$ cat config.mk
export PLATFORM = sky130hd
export DESIGN_NAME = mduTop
export DESIGN_NICKNAME = d
export VERILOG_FILES = /design/src/mduPkg.sv /design/src/mulPipe.sv /design/src/divIter.sv /design/src/mduIssue.sv /design/src/mduWriteback.sv /design/src/mduTop.sv
export SDC_FILE = /design/constraint.sdc
export NUM_CORES = 2
export LEC_CHECK = 0
export ABC_AREA = 1
export BUFFER_PORTS_ARGS = -buffer_cell sky130_fd_sc_hd__buf_2
export CAP_MARGIN = 40
export CORE_ASPECT_RATIO = 0.7
export CORE_MARGIN = 2
export CORE_UTILIZATION = 50
export DETAILED_ROUTE_END_ITERATION = 7
export PLACE_DENSITY = 0.66
export SLEW_MARGIN = 20
export SYNTH_ARGS = -nofsm -noshare
export SYNTH_HDL_FRONTEND = slang
export SYNTH_SLANG_ARGS = --single-unit
export TNS_END_PERCENT = 100
$ cat constraint.sdc
create_clock -name clk -period 9.37 [get_ports clk]
set_clock_uncertainty 0.1 [all_clocks]
set_input_delay 0.4685 -clock clk [delete_from_list [all_inputs] [get_ports clk]]
set_output_delay 0.4685 -clock clk [all_outputs]
set_load 0.05 [all_outputs]
$ cat src/mduPkg.sv
package mduPkg;

    localparam int DATA_W     = 32;
    localparam int PRF_ADDR_W = 6;
    localparam int ROB_ID_W   = 5;

    typedef enum logic [2:0] {
        NOP,
        MULT,
        MULTU,
        DIV,
        DIVU
    } MduOp;

    // one micro-op, hi or lo half of an instruction
    typedef struct packed {
        logic                  valid;
        MduOp                  op;
        logic [PRF_ADDR_W-1:0] dstPAddr;
        logic [ROB_ID_W-1:0]   robId;
    } UopBundle;

    // rs1Data is the dividend, rs0Data the divisor
    typedef struct packed {
        UopBundle            uopHi;
        UopBundle            uopLo;
        logic [DATA_W-1:0]   rs0Data;
        logic [DATA_W-1:0]   rs1Data;
    } MduReq;

    // hi is product upper half or remainder, lo is product lower half or quotient
    typedef struct packed {
        UopBundle            uopHi;
        UopBundle            uopLo;
        logic [DATA_W-1:0]   hiData;
        logic [DATA_W-1:0]   loData;
    } MduResult;

    typedef struct packed {
        logic                  wen;
        logic [PRF_ADDR_W-1:0] rd;
        logic [DATA_W-1:0]     wdata;
    } PrfWriteInfo;

    typedef struct packed {
        logic                setFinish;
        logic [ROB_ID_W-1:0] id;
    } RobFinish;

endpackage

$ cat src/mulPipe.sv
`timescale 1ns/100ps

module mulPipe #(
    parameter int MUL_LATENCY = 3
) (
    input  logic             clk,
    input  logic             rst,
    input  logic             inVld,
    input  mduPkg::MduReq    in,
    output logic             outVld,
    output mduPkg::MduResult out
);
    import mduPkg::*;

    logic                     isSigned;
    logic signed [DATA_W:0]   opA;
    logic signed [DATA_W:0]   opB;
    logic signed [2*DATA_W+1:0] prodNow;
    logic [MUL_LATENCY-1:0]   vldPipe;
    logic [2*DATA_W-1:0]      prodPipe [MUL_LATENCY];
    UopBundle                 hiPipe   [MUL_LATENCY];
    UopBundle                 loPipe   [MUL_LATENCY];

    assign isSigned = in.uopHi.op == MULT;
    assign opA      = {isSigned & in.rs0Data[DATA_W-1], in.rs0Data}; // sign or zero extend
    assign opB      = {isSigned & in.rs1Data[DATA_W-1], in.rs1Data};
    assign prodNow  = opA * opB;

    always_ff @(posedge clk) begin
        if (rst) begin
            vldPipe <= '0;
        end else begin
            vldPipe[0] <= inVld;
            for (int i = 1; i < MUL_LATENCY; i++) begin
                vldPipe[i] <= vldPipe[i-1];
            end
        end
    end

    // product and micro-ops move in lockstep
    always_ff @(posedge clk) begin
        prodPipe[0] <= prodNow[2*DATA_W-1:0];
        hiPipe[0]   <= in.uopHi;
        loPipe[0]   <= in.uopLo;
        for (int i = 1; i < MUL_LATENCY; i++) begin
            prodPipe[i] <= prodPipe[i-1];
            hiPipe[i]   <= hiPipe[i-1];
            loPipe[i]   <= loPipe[i-1];
        end
    end

    assign outVld     = vldPipe[MUL_LATENCY-1];
    assign out.uopHi  = hiPipe[MUL_LATENCY-1];
    assign out.uopLo  = loPipe[MUL_LATENCY-1];
    assign out.hiData = prodPipe[MUL_LATENCY-1][2*DATA_W-1:DATA_W];
    assign out.loData = prodPipe[MUL_LATENCY-1][DATA_W-1:0];

endmodule

$ cat src/divIter.sv
`timescale 1ns/100ps

module divIter (
    input  logic             clk,
    input  logic             rst,
    input  logic             inVld,
    input  mduPkg::MduReq    in,
    input  logic             ack,
    output logic             busy,
    output logic             outVld,
    output mduPkg::MduResult out
);
    import mduPkg::*;

    localparam int STEP_W = $clog2(DATA_W);
    localparam logic [STEP_W-1:0] STEP_LAST = STEP_W'(DATA_W - 1);

    typedef enum logic [1:0] {
        dvIdle,
        dvRun,
        dvFix,
        dvDone
    } DivPhase;

    DivPhase             phase;
    logic [STEP_W-1:0]   step;
    logic [DATA_W-1:0]   rem;
    logic [DATA_W-1:0]   quo;
    logic [DATA_W-1:0]   dsr;
    logic                negQ;
    logic                negR;
    UopBundle            uopHi;
    UopBundle            uopLo;
    logic                isSigned;
    logic                dvdNeg;
    logic                dsrNeg;
    logic [DATA_W-1:0]   dvdMag;
    logic [DATA_W-1:0]   dsrMag;
    logic [DATA_W:0]     remShift;
    logic [DATA_W+1:0]   diff;

    assign isSigned = in.uopHi.op == DIV;
    assign dvdNeg   = isSigned & in.rs1Data[DATA_W-1];
    assign dsrNeg   = isSigned & in.rs0Data[DATA_W-1];
    assign dvdMag   = dvdNeg ? -in.rs1Data : in.rs1Data;
    assign dsrMag   = dsrNeg ? -in.rs0Data : in.rs0Data; // 0x80000000 stays as magnitude

    // one restoring step
    assign remShift = {rem, quo[DATA_W-1]};
    assign diff     = {1'b0, remShift} - {2'b0, dsr};

    always_ff @(posedge clk) begin
        if (rst) begin
            phase <= dvIdle;
            step  <= '0;
        end else begin
            case (phase)
                dvIdle: begin
                    if (inVld) begin
                        phase <= dvRun;
                        step  <= '0;
                    end
                end
                dvRun: begin
                    step <= step + 1'b1;
                    if (step == STEP_LAST) begin
                        phase <= dvFix;
                    end
                end
                dvFix: begin
                    phase <= dvDone;
                end
                default: begin
                    if (ack) begin
                        phase <= dvIdle; // released by writeback hi
                    end
                end
            endcase
        end
    end

    // divide by zero and overflow fall out of the plain algorithm
    always_ff @(posedge clk) begin
        case (phase)
            dvIdle: begin
                if (inVld) begin
                    rem   <= '0;
                    quo   <= dvdMag;
                    dsr   <= dsrMag;
                    negQ  <= dvdNeg ^ dsrNeg;
                    negR  <= dvdNeg;
                    uopHi <= in.uopHi;
                    uopLo <= in.uopLo;
                end
            end
            dvRun: begin
                if (!diff[DATA_W+1]) begin
                    rem <= diff[DATA_W-1:0];
                    quo <= {quo[DATA_W-2:0], 1'b1};
                end else begin
                    rem <= remShift[DATA_W-1:0]; // restore
                    quo <= {quo[DATA_W-2:0], 1'b0};
                end
            end
            dvFix: begin
                if (negR) begin
                    rem <= -rem;
                end
                if (negQ) begin
                    quo <= -quo;
                end
            end
            default: ;
        endcase
    end

    assign busy       = phase != dvIdle;
    assign outVld     = phase == dvDone;
    assign out.uopHi  = uopHi;
    assign out.uopLo  = uopLo;
    assign out.hiData = rem;
    assign out.loData = quo;

endmodule

$ cat src/mduIssue.sv
`timescale 1ns/100ps

module mduIssue #(
    parameter int MUL_LATENCY = 3
) (
    input  logic          clk,
    input  logic          rst,
    input  logic          reqVld,
    input  mduPkg::MduReq req,
    input  logic          divBusy,
    input  logic          divOutVld,
    output logic          reqRdy,
    output logic          mulVld,
    output logic          divVld,
    output mduPkg::MduReq issued
);
    import mduPkg::*;

    localparam int DIV_LAT = DATA_W + 2; // issue edge to divider result edge
    localparam int LEFT_W  = $clog2(DIV_LAT + 1);

    logic                   live;
    logic                   isMul;
    logic                   isDiv;
    logic                   take;
    logic                   mulOk;
    logic                   divOk;
    logic                   divDue;
    logic                   mulAge;
    logic [LEFT_W-1:0]      divLeft;

    assign isMul = req.uopHi.valid && (req.uopHi.op inside {MULT, MULTU});
    assign isDiv = req.uopHi.valid && (req.uopHi.op inside {DIV, DIVU});

    // a multiply taken now must land before the divide result shows up
    assign divDue = (divLeft != '0) && (int'(divLeft) <= MUL_LATENCY + 1);
    assign mulOk  = !mulAge && !divOutVld && !divDue;
    assign divOk  = !divBusy && !divVld;

    always_comb begin
        if (isMul) begin
            reqRdy = live && mulOk;
        end else if (isDiv) begin
            reqRdy = live && divOk;
        end else begin
            reqRdy = live; // nop is taken and dropped
        end
    end

    assign take   = reqVld && reqRdy;
    assign mulVld = mulAge;

    always_ff @(posedge clk) begin
        if (rst) begin
            live    <= 1'b0;
            mulAge  <= 1'b0;
            divVld  <= 1'b0;
            divLeft <= '0;
        end else begin
            live    <= 1'b1;
            mulAge  <= take && isMul; // multiply taken last cycle
            divVld  <= take && isDiv;
            if (take && isDiv) begin
                divLeft <= LEFT_W'(DIV_LAT);
            end else if (divLeft != '0) begin
                divLeft <= divLeft - 1'b1;
            end
        end
    end

    always_ff @(posedge clk) begin
        if (take) begin
            issued <= req;
        end
    end

endmodule

$ cat src/mduWriteback.sv
`timescale 1ns/100ps

module mduWriteback (
    input  logic                clk,
    input  logic                rst,
    input  logic                mulVld,
    input  mduPkg::MduResult    mulRes,
    input  logic                divVld,
    input  mduPkg::MduResult    divRes,
    output logic                divAck,
    output mduPkg::PrfWriteInfo wbData,
    output mduPkg::RobFinish    robFinish
);
    import mduPkg::*;

    typedef enum logic [2:0] {
        idle,
        mulHi,
        mulLo,
        divHi,
        divLo
    } WbState;

    WbState   state;
    WbState   nextState;
    MduResult held;

    always_comb begin
        nextState = idle;
        case (state)
            mulHi: begin
                nextState = mulLo;
            end
            divHi: begin
                nextState = divLo;
            end
            default: begin
                if (mulVld) begin
                    nextState = mulHi; // multiply has fixed timing, goes first
                end else if (divVld) begin
                    nextState = divHi;
                end
            end
        endcase
    end

    always_ff @(posedge clk) begin
        if (rst) begin
            state <= idle;
        end else begin
            state <= nextState;
        end
    end

    always_ff @(posedge clk) begin
        if (nextState == mulHi) begin
            held <= mulRes;
        end else if (nextState == divHi) begin
            held <= divRes;
        end
    end

    always_comb begin
        wbData    = '0;
        robFinish = '0;
        case (state)
            mulHi, divHi: begin
                wbData.wen          = 1'b1;
                wbData.rd           = held.uopHi.dstPAddr;
                wbData.wdata        = held.hiData;
                robFinish.setFinish = 1'b1;
                robFinish.id        = held.uopHi.robId;
            end
            mulLo, divLo: begin
                wbData.wen          = 1'b1;
                wbData.rd           = held.uopLo.dstPAddr;
                wbData.wdata        = held.loData;
                robFinish.setFinish = 1'b1;
                robFinish.id        = held.uopLo.robId;
            end
            default: ;
        endcase
    end

    assign divAck = state == divHi; // frees the divider for the next one

endmodule

$ cat src/mduTop.sv
`timescale 1ns/100ps

module mduTop #(
    parameter int MUL_LATENCY = 3
) (
    input  logic                clk,
    input  logic                rst,
    input  logic                reqVld,
    input  mduPkg::MduReq       req,
    output logic                reqRdy,
    output mduPkg::PrfWriteInfo wbData,
    output mduPkg::RobFinish    robFinish
);
    import mduPkg::*;

    MduReq    issued;
    logic     mulVld;
    logic     divVld;
    logic     divBusy;
    logic     divOutVld;
    logic     divAck;
    logic     mulOutVld;
    MduResult mulOut;
    MduResult divOut;

    mduIssue #(
        .MUL_LATENCY (MUL_LATENCY)
    ) issue (
        .clk       (clk),
        .rst       (rst),
        .reqVld    (reqVld),
        .req       (req),
        .divBusy   (divBusy),
        .divOutVld (divOutVld),
        .reqRdy    (reqRdy),
        .mulVld    (mulVld),
        .divVld    (divVld),
        .issued    (issued)
    );

    mulPipe #(
        .MUL_LATENCY (MUL_LATENCY)
    ) mul (
        .clk    (clk),
        .rst    (rst),
        .inVld  (mulVld),
        .in     (issued),
        .outVld (mulOutVld),
        .out    (mulOut)
    );

    divIter div (
        .clk    (clk),
        .rst    (rst),
        .inVld  (divVld),
        .in     (issued),
        .ack    (divAck),
        .busy   (divBusy),
        .outVld (divOutVld),
        .out    (divOut)
    );

    mduWriteback wb (
        .clk       (clk),
        .rst       (rst),
        .mulVld    (mulOutVld),
        .mulRes    (mulOut),
        .divVld    (divOutVld),
        .divRes    (divOut),
        .divAck    (divAck),
        .wbData    (wbData),
        .robFinish (robFinish)
    );

endmodule

Word level (Yosys, flattened, before mapping)
Memories as Yosys holds them, arrays and structs flattened.
Cells that the tools add are included.
- output and inout port bits: 46
- memories: 3
- bits of input ports: 97
- bits in writable memories: 282
- logic and storage cells: 135
- flip-flop bits (word level): 326
- muxes and demuxes: 28
- $add $sub $neg: 7
- $lt $le $gt $ge: 1
- reduce and logical (&&, ||, !) cells: 34
- multiply operators: 1
- equal/unequal tests: 20
- bitwise logic cells: 5
- memory list (name ; depth ; width ; rd ports ; clocked after Yosys merged registers in ; wr ports ; line ; RTL):
    mul.prodPipe ; 3 ; 64 ; 3 ; 0 ; 3 ; mulPipe.sv:20 ; logic [2*DATA_W-1:0] prodPipe [MUL_LATENCY];
    mul.hiPipe ; 3 ; 15 ; 3 ; 0 ; 3 ; mulPipe.sv:21 ; UopBundle hiPipe [MUL_LATENCY];
    mul.loPipe ; 3 ; 15 ; 3 ; 0 ; 3 ; mulPipe.sv:22 ; UopBundle loPipe [MUL_LATENCY];
- operators by type and width (operator ; number):
    32-bit 2-to-1 mux ; 7
    32-bit case mux with 3 select lines ; 2
    90-bit 2-to-1 mux ; 2
    32-bit negator ; 4
    39-bit case mux with 2 select lines ; 1
    33-bit by 33-bit multiplier with 64-bit output ; 1
    33-bit by 32-bit subtractor with 34-bit output ; 1
    3-bit by 2-bit == test with 1-bit output (second input constant) ; 6
    3-bit by 1-bit == test with 1-bit output (second input constant) ; 4
    6-bit 2-to-1 mux ; 2
    6-bit case mux with 2 select lines ; 1
    2-bit nonzero test ; 6
    1-bit logical AND ; 11
    5-bit case mux with 2 select lines ; 1
    3-bit AND reduction ; 3
    2-bit 2-to-1 mux ; 4
    3-bit == test (second input constant) ; 2
    6-bit by 3-bit <= comparator with 1-bit output (second input constant) ; 1
    2-bit by 1-bit != test with 1-bit output (second input constant) ; 3
    2-bit case mux with 3 select lines ; 1
    3-bit case mux with 2 select lines ; 1
    6-bit nonzero test ; 1
    2-bit OR reduction ; 3
    6-bit by 1-bit subtractor with 6-bit output (second input constant) ; 1
    other kinds (15) ; 27

Depth between registers and ports, before layout
- depth in word-level cells: 9
- gate-level depth with buffers: 33
- gate-level depth less buffers: 31

Modules after synthesis
From an unflattened synthesis, not the netlist that was laid out.
- cells, all modules: 7883
- area total of the unflattened synthesis: 66313.6 um2
- modules (own cells, without submodules) (module ; area each (um2) ; cells an instance ; times used):
    mulPipe ; 46266.9 ; 5436 ; 1
    divIter ; 12140.4 ; 1744 ; 1
    mduWriteback ; 4560.6 ; 536 ; 1
    mduIssue ; 3345.7 ; 167 ; 1

Worst setup path after synthesis
OpenSTA, ideal clock, no wires.
- path type: reg-to-reg
- from: register issue.issued[90] (netlist name)
- to: memory mul.prodPipe[0][63] (netlist bit)
- cell stages (with the launch flop): 29
- data arrival time: 7.605 ns
- clock period less this slack: 7.818 ns
- data required time: 9.157 ns
- library setup time: 0.113 ns
- slack: 1.552 ns
- path buffers: 2
- cell sequence: edfxtp_1 -> inv_2 -> nor2_1 -> nand2_1 -> clkbuf_1 -> buf_1 -> nor2_1 -> fa_1 -> fa_1 -> fa_1 -> inv_1 -> fa_1 -> inv_1 -> fa_1 -> fa_1 -> inv_1 -> fa_1 -> fa_1 -> inv_1 -> ha_1 -> nand2_1 -> nor2_1 -> inv_1 -> nor2_1 -> inv_1 -> nor4_1 -> a21oi_1 -> nand3_1 -> nand2_1
- RTL lines (what ; line):
    end, declared ; mulPipe.sv:20

==> impl_summary.md <==
Run status
The flow ran to the end, and the final reports show no timing, DRC or antenna violations.

STA
The total count of max-transition violations in the final report is 0. The final critical-path setup slack is approximately 0.7 ns. The final number of hold-violating endpoints is 0.

The transition time at the pin with the least slew margin is around 0.9 ns. For this run, the top clock speed supported by timing is 0.116 GHz. The final critical-path required period is slightly below 9 ns. Setup repair after global routing left no endpoint under its margin. The final total negative setup slack is 0 ns. Setup violations remaining at the end of the flow were counted as 0. The share of the cycle needed by the critical path after routing is between 90 and 100%. The worst pin sits at a relative slew slack of 41.2%.

Route
In the routed design, unresolved DRC markers number 0. Summing over every cut layer, the via total after detailed routing is between 40000 and 50000. In the final routed layout, each cell accounts on average for between 20 and 25 µm.

The post-route antenna net violation count is 0. The total wire length after detailed routing is 205000 µm. Dividing the detail-routed via count by the number of cells gives 5.28. The first detailed-routing pass took 6 iterations.

The count of routing violations after the opening detailed-route iteration is between 5000 and 6000.

Worst setup path
Measured in cells, the most critical reg-to-reg path has a length of 27. On the worst path, the slowest cell contributes a delay of between 0.6 and 0.7 ns. The critical path is of the reg -> reg type. Across all register-to-register paths, the minimum setup slack is a little over 0.7 ns.

The worst endpoint required time is just under 10 ns. The most common cell type on the critical path is sky130_fd_sc_hd__fa_1. The peak fanout along the critical path is 21. At the worst endpoint, the arrival time is 9.17 ns. The start of the worst register-to-register path is issue.issued[90]. Among all stages on the critical path, the largest delay is contributed by sky130_fd_sc_hd__o21ai_0. STA classifies the critical path endpoint as a register. The critical path launch point type is a register.

The worst flop-to-flop path endpoint is mul.prodPipe[0][45].

Worst hold path
The hold-critical path endpoint is issue.mulVld. The worst hold path stage count is 5. The launch point of the worst hold path is req[93]. The kind of path behind the tightest hold check is in -> reg.

Layout
The final layout contains just over 9000 nets. The leading cell type in the layout, fill and taps excluded is sky130_fd_sc_hd__inv_1. Counting the fill cells in the layout gives approximately 12000. The relative area change from synthesis to final layout is 9.74%.

In the layout the commonest cells are 1830 x sky130_fd_sc_hd__inv_1, 1711 x sky130_fd_sc_hd__nand2_1, 1126 x sky130_fd_sc_hd__fa_1. The share of cells above drive strength 1 is roughly 7.4%. The final design instance area without fill is between 60000 and 70000 µm². After the flow finishes, the layout carries non-filler instances totaling just over 9000.

Logic synthesis
The proportion of synthesized chip area in sequential cells is a little under a quarter. The synthesized design spends more area on one cell type than any other, namely sky130_fd_sc_hd__fa_1. By area, the combinational part of the netlist is dominated by adder cells.

The average cell area after synthesis is ~8.5 µm². Synthesis produced roughly 7400 cells. After synthesis, the cell types taking the most area are sky130_fd_sc_hd__fa_1 36%, sky130_fd_sc_hd__edfxtp_1 14%, sky130_fd_sc_hd__inv_1 11%. The area share of the largest cell type after synthesis is around 36%. Counting flops and latches in the post-synthesis netlist gives ~580. When the netlist entered floorplanning its net count stood at approximately 9000. The number of distinct library cells after synthesis is roughly 60.

The share of synthesized area spent on multiplexers is 0.391%. The post-synthesis compound-gate area fraction is ~4.5%. The most used flip-flop cell after synthesis is sky130_fd_sc_hd__edfxtp_1. The synthesized design contains roughly 300 enable-type register cells. The share of async-settable or async-resettable flops after synthesis is 0%.

After Yosys synthesis, and, or, nand and nor cells account for 16.6% of the synthesized area. The summed instance area of the synthesized netlist is around 63000 µm². The Yosys step of the flow raised 0 warnings. The area share of fa/ha/maj cells after synthesis is 40.6%.

The synthesized netlist devotes roughly 1.8% of its cell area to XOR and XNOR gates.

Clock network
The insertion delay of the later-clocked pin in the worst-skew pair is 0.71 ns. The CTS clock-pin slew for the worst setup and hold paths is roughly 0.070 ns. In this run the clock root is driven by a sky130_fd_sc_hd__clkbuf_16. The clock buffer count from CTS is 58. The number of setup buffers added after CTS is 0. The clock passes through at most 3 buffers. The total number of H-tree levels is 2.

TritonCTS built the clock tree. The total clock sinks is roughly 580.

Floorplan
approximately 140 I/O pins were placed. The vertical extent of the die is between 300 and 400 µm. The core footprint is about 130000 µm². The number of rows created at floorplan is approximately 110. The horizontal die dimension is 430 µm.

For this configuration, the core starts out at a cell density of around half. The die covers about 130000 µm².

GRT
Entering global routing, the biggest net connects around 80 pins. The number of global-route vias before repair was roughly 50000. For this run, the total global-route usage over all layers was measured as ~32%. The wire length of the first global-routing pass is around 310000 µm.

After global routing the overflow that remains totals 0. The number of antenna violations at the first check in global routing is 11.

Placement
The port buffer count is approximately 140. The setup slack at placement is 0.852 ns. The number of placed instances, taps included, is slightly above 9000. Once placement finished, the instance area stood at 66500 µm².

After legalization and detailed placement, the total HPWL measured ~170000 µm. The weighted congestion reported at the end of routability-driven placement is 0.979.

Job
The number of maximum-capacitance violations is 0.
-- per-layer routing --
| layer | vias to the layer above | part of all wire (%) | GRT usage [%] |
|---|---|---|---|
| met5 | - | 0.017 | 0 |
| met4 | 6 | 2.5 | 7.28 |
| met3 | 254 | 11 | 7.00 |
| met2 | 2313 | 40 | 45.3 |
| met1 | 24300 | 47 | 51.4 |
| li1 | 22200 | - | - |
-- state kept, by name, indices dropped and copies added (netlist names) --
signal / cells
div.negQ: 1
mul.vldPipe: 3
wb.held: 86
div.negR: 1
issue.issued: 89
div.rem: 32
issue.divVld: 1
mul.loPipe: 33
div.dsr: 32
issue.divLeft: 6
issue.live: 1
mul.prodPipe: 192
wb.state: 3
issue.mulVld: 1
div.phase: 2
mul.hiPipe: 33
div.quo: 32
div.out: 22
div.step: 5
-- what timing repair did --
| item | 4_1_cts | 5_1_grt |
|---|---|---|
| gates resized for setup | 0 | 0 |
| endpoints found under the hold margin | 89 | 0 |
| hold buffers | 89 | 0 |
-- how the worst max path moves through the flow --
| stage | start | end | slack [ns] | depth (start not counted) |
|---|---|---|---|---|
| after global placement | issue.issued[21] | mul.prodPipe[0][61] | 0.65 | 23 |
| after detailed placement | issue.issued[3] | mul.prodPipe[0][61] | 0.85 | 24 |
| after CTS | issue.issued[3] | mul.prodPipe[0][61] | 0.85 | 24 |
| after floorplan | issue.issued[90] | mul.prodPipe[0][63] | 1.55 | 28 |
| after global routing | issue.issued[4] | mul.prodPipe[0][61] | 0.33 | 24 |
| final | issue.issued[90] | mul.prodPipe[0][45] | 0.72 | 27 |
-- cells in the mapped netlist, drive strengths merged, types with 2 or more instances --
cell,number
a32oi,3
or2,9
nand3b,5
mux2,22
nor3b,6
clkbuf,245
o21ai,192
nor3,52
and2,3
and3,4
o31ai,2
xor2,88
a31oi,8
nand4,83
clkinv,8
a21o,7
a21boi,4
nor4,9
o21bai,12
nand3,224
a21oi,276
o21a,8
nor2,464
dfxtp,280
buf,85
a211oi,3
o211ai,6
ha,256
xnor2,42
inv,1884
edfxtp,295
nand2,1718
o22ai,6
fa,1126
-- cells by family (layout without fill, tap and decap cells) --
| group | after synthesis | count (layout) |
|---|---|---|
| flip-flops | 575 | 575 |
| multiplexers | 22 | 22 |
| AND/OR/NAND/NOR | 2578 | 2578 |
| adder cells (fa/ha/maj) | 1382 | 1382 |
| XOR/XNOR | 130 | 130 |
| other | 0 | 4 |
| AO/OA/AOI/OAI | 533 | 533 |
| buffers and inverters | 2222 | 2411 |
-- worst max-delay path, delay by kind of cell (launching register included) --
| kind | cells | cell delay [ns] |
|---|---|---|
| flops | 1 | 0.38 |
| xor+xnor | 1 | 0.15 |
| compound gates | 2 | 1.04 |
| buf+inv | 8 | 1.61 |
| simple gates | 7 | 0.90 |
| fa+ha+maj | 9 | 4.36 |
-- through the flow --
stage	utilization, %	hold WS, ns
after floorplan	-	0.210
after global placement	52.5	0.210
after detailed placement	52.7	0.212
after CTS	55.1	0.0114
after global routing	55.2	0.0326
final	55.2	0.0450
-- area by class of cell --
cell class / count / area (µm²) / share of cell area, %
Clock inverter: 35 / 405 / 0.583
Sequential cell: 575 / 14500 / 20.8
Multi-Input combinational cell: 4645 / 40600 / 58.3
Timing Repair Buffer: 410 / 3260 / 4.68
Tap cell: 1665 / 2080 / 2.99
Antenna cell: 4 / 10.0 / 0.0144
Inverter: 1892 / 7100 / 10.2
Clock buffer: 74 / 1700 / 2.44
Power is left out: the tool's default activity adds up to more than one toggle a clock period on the data nets, which glitch-free logic cannot reach.
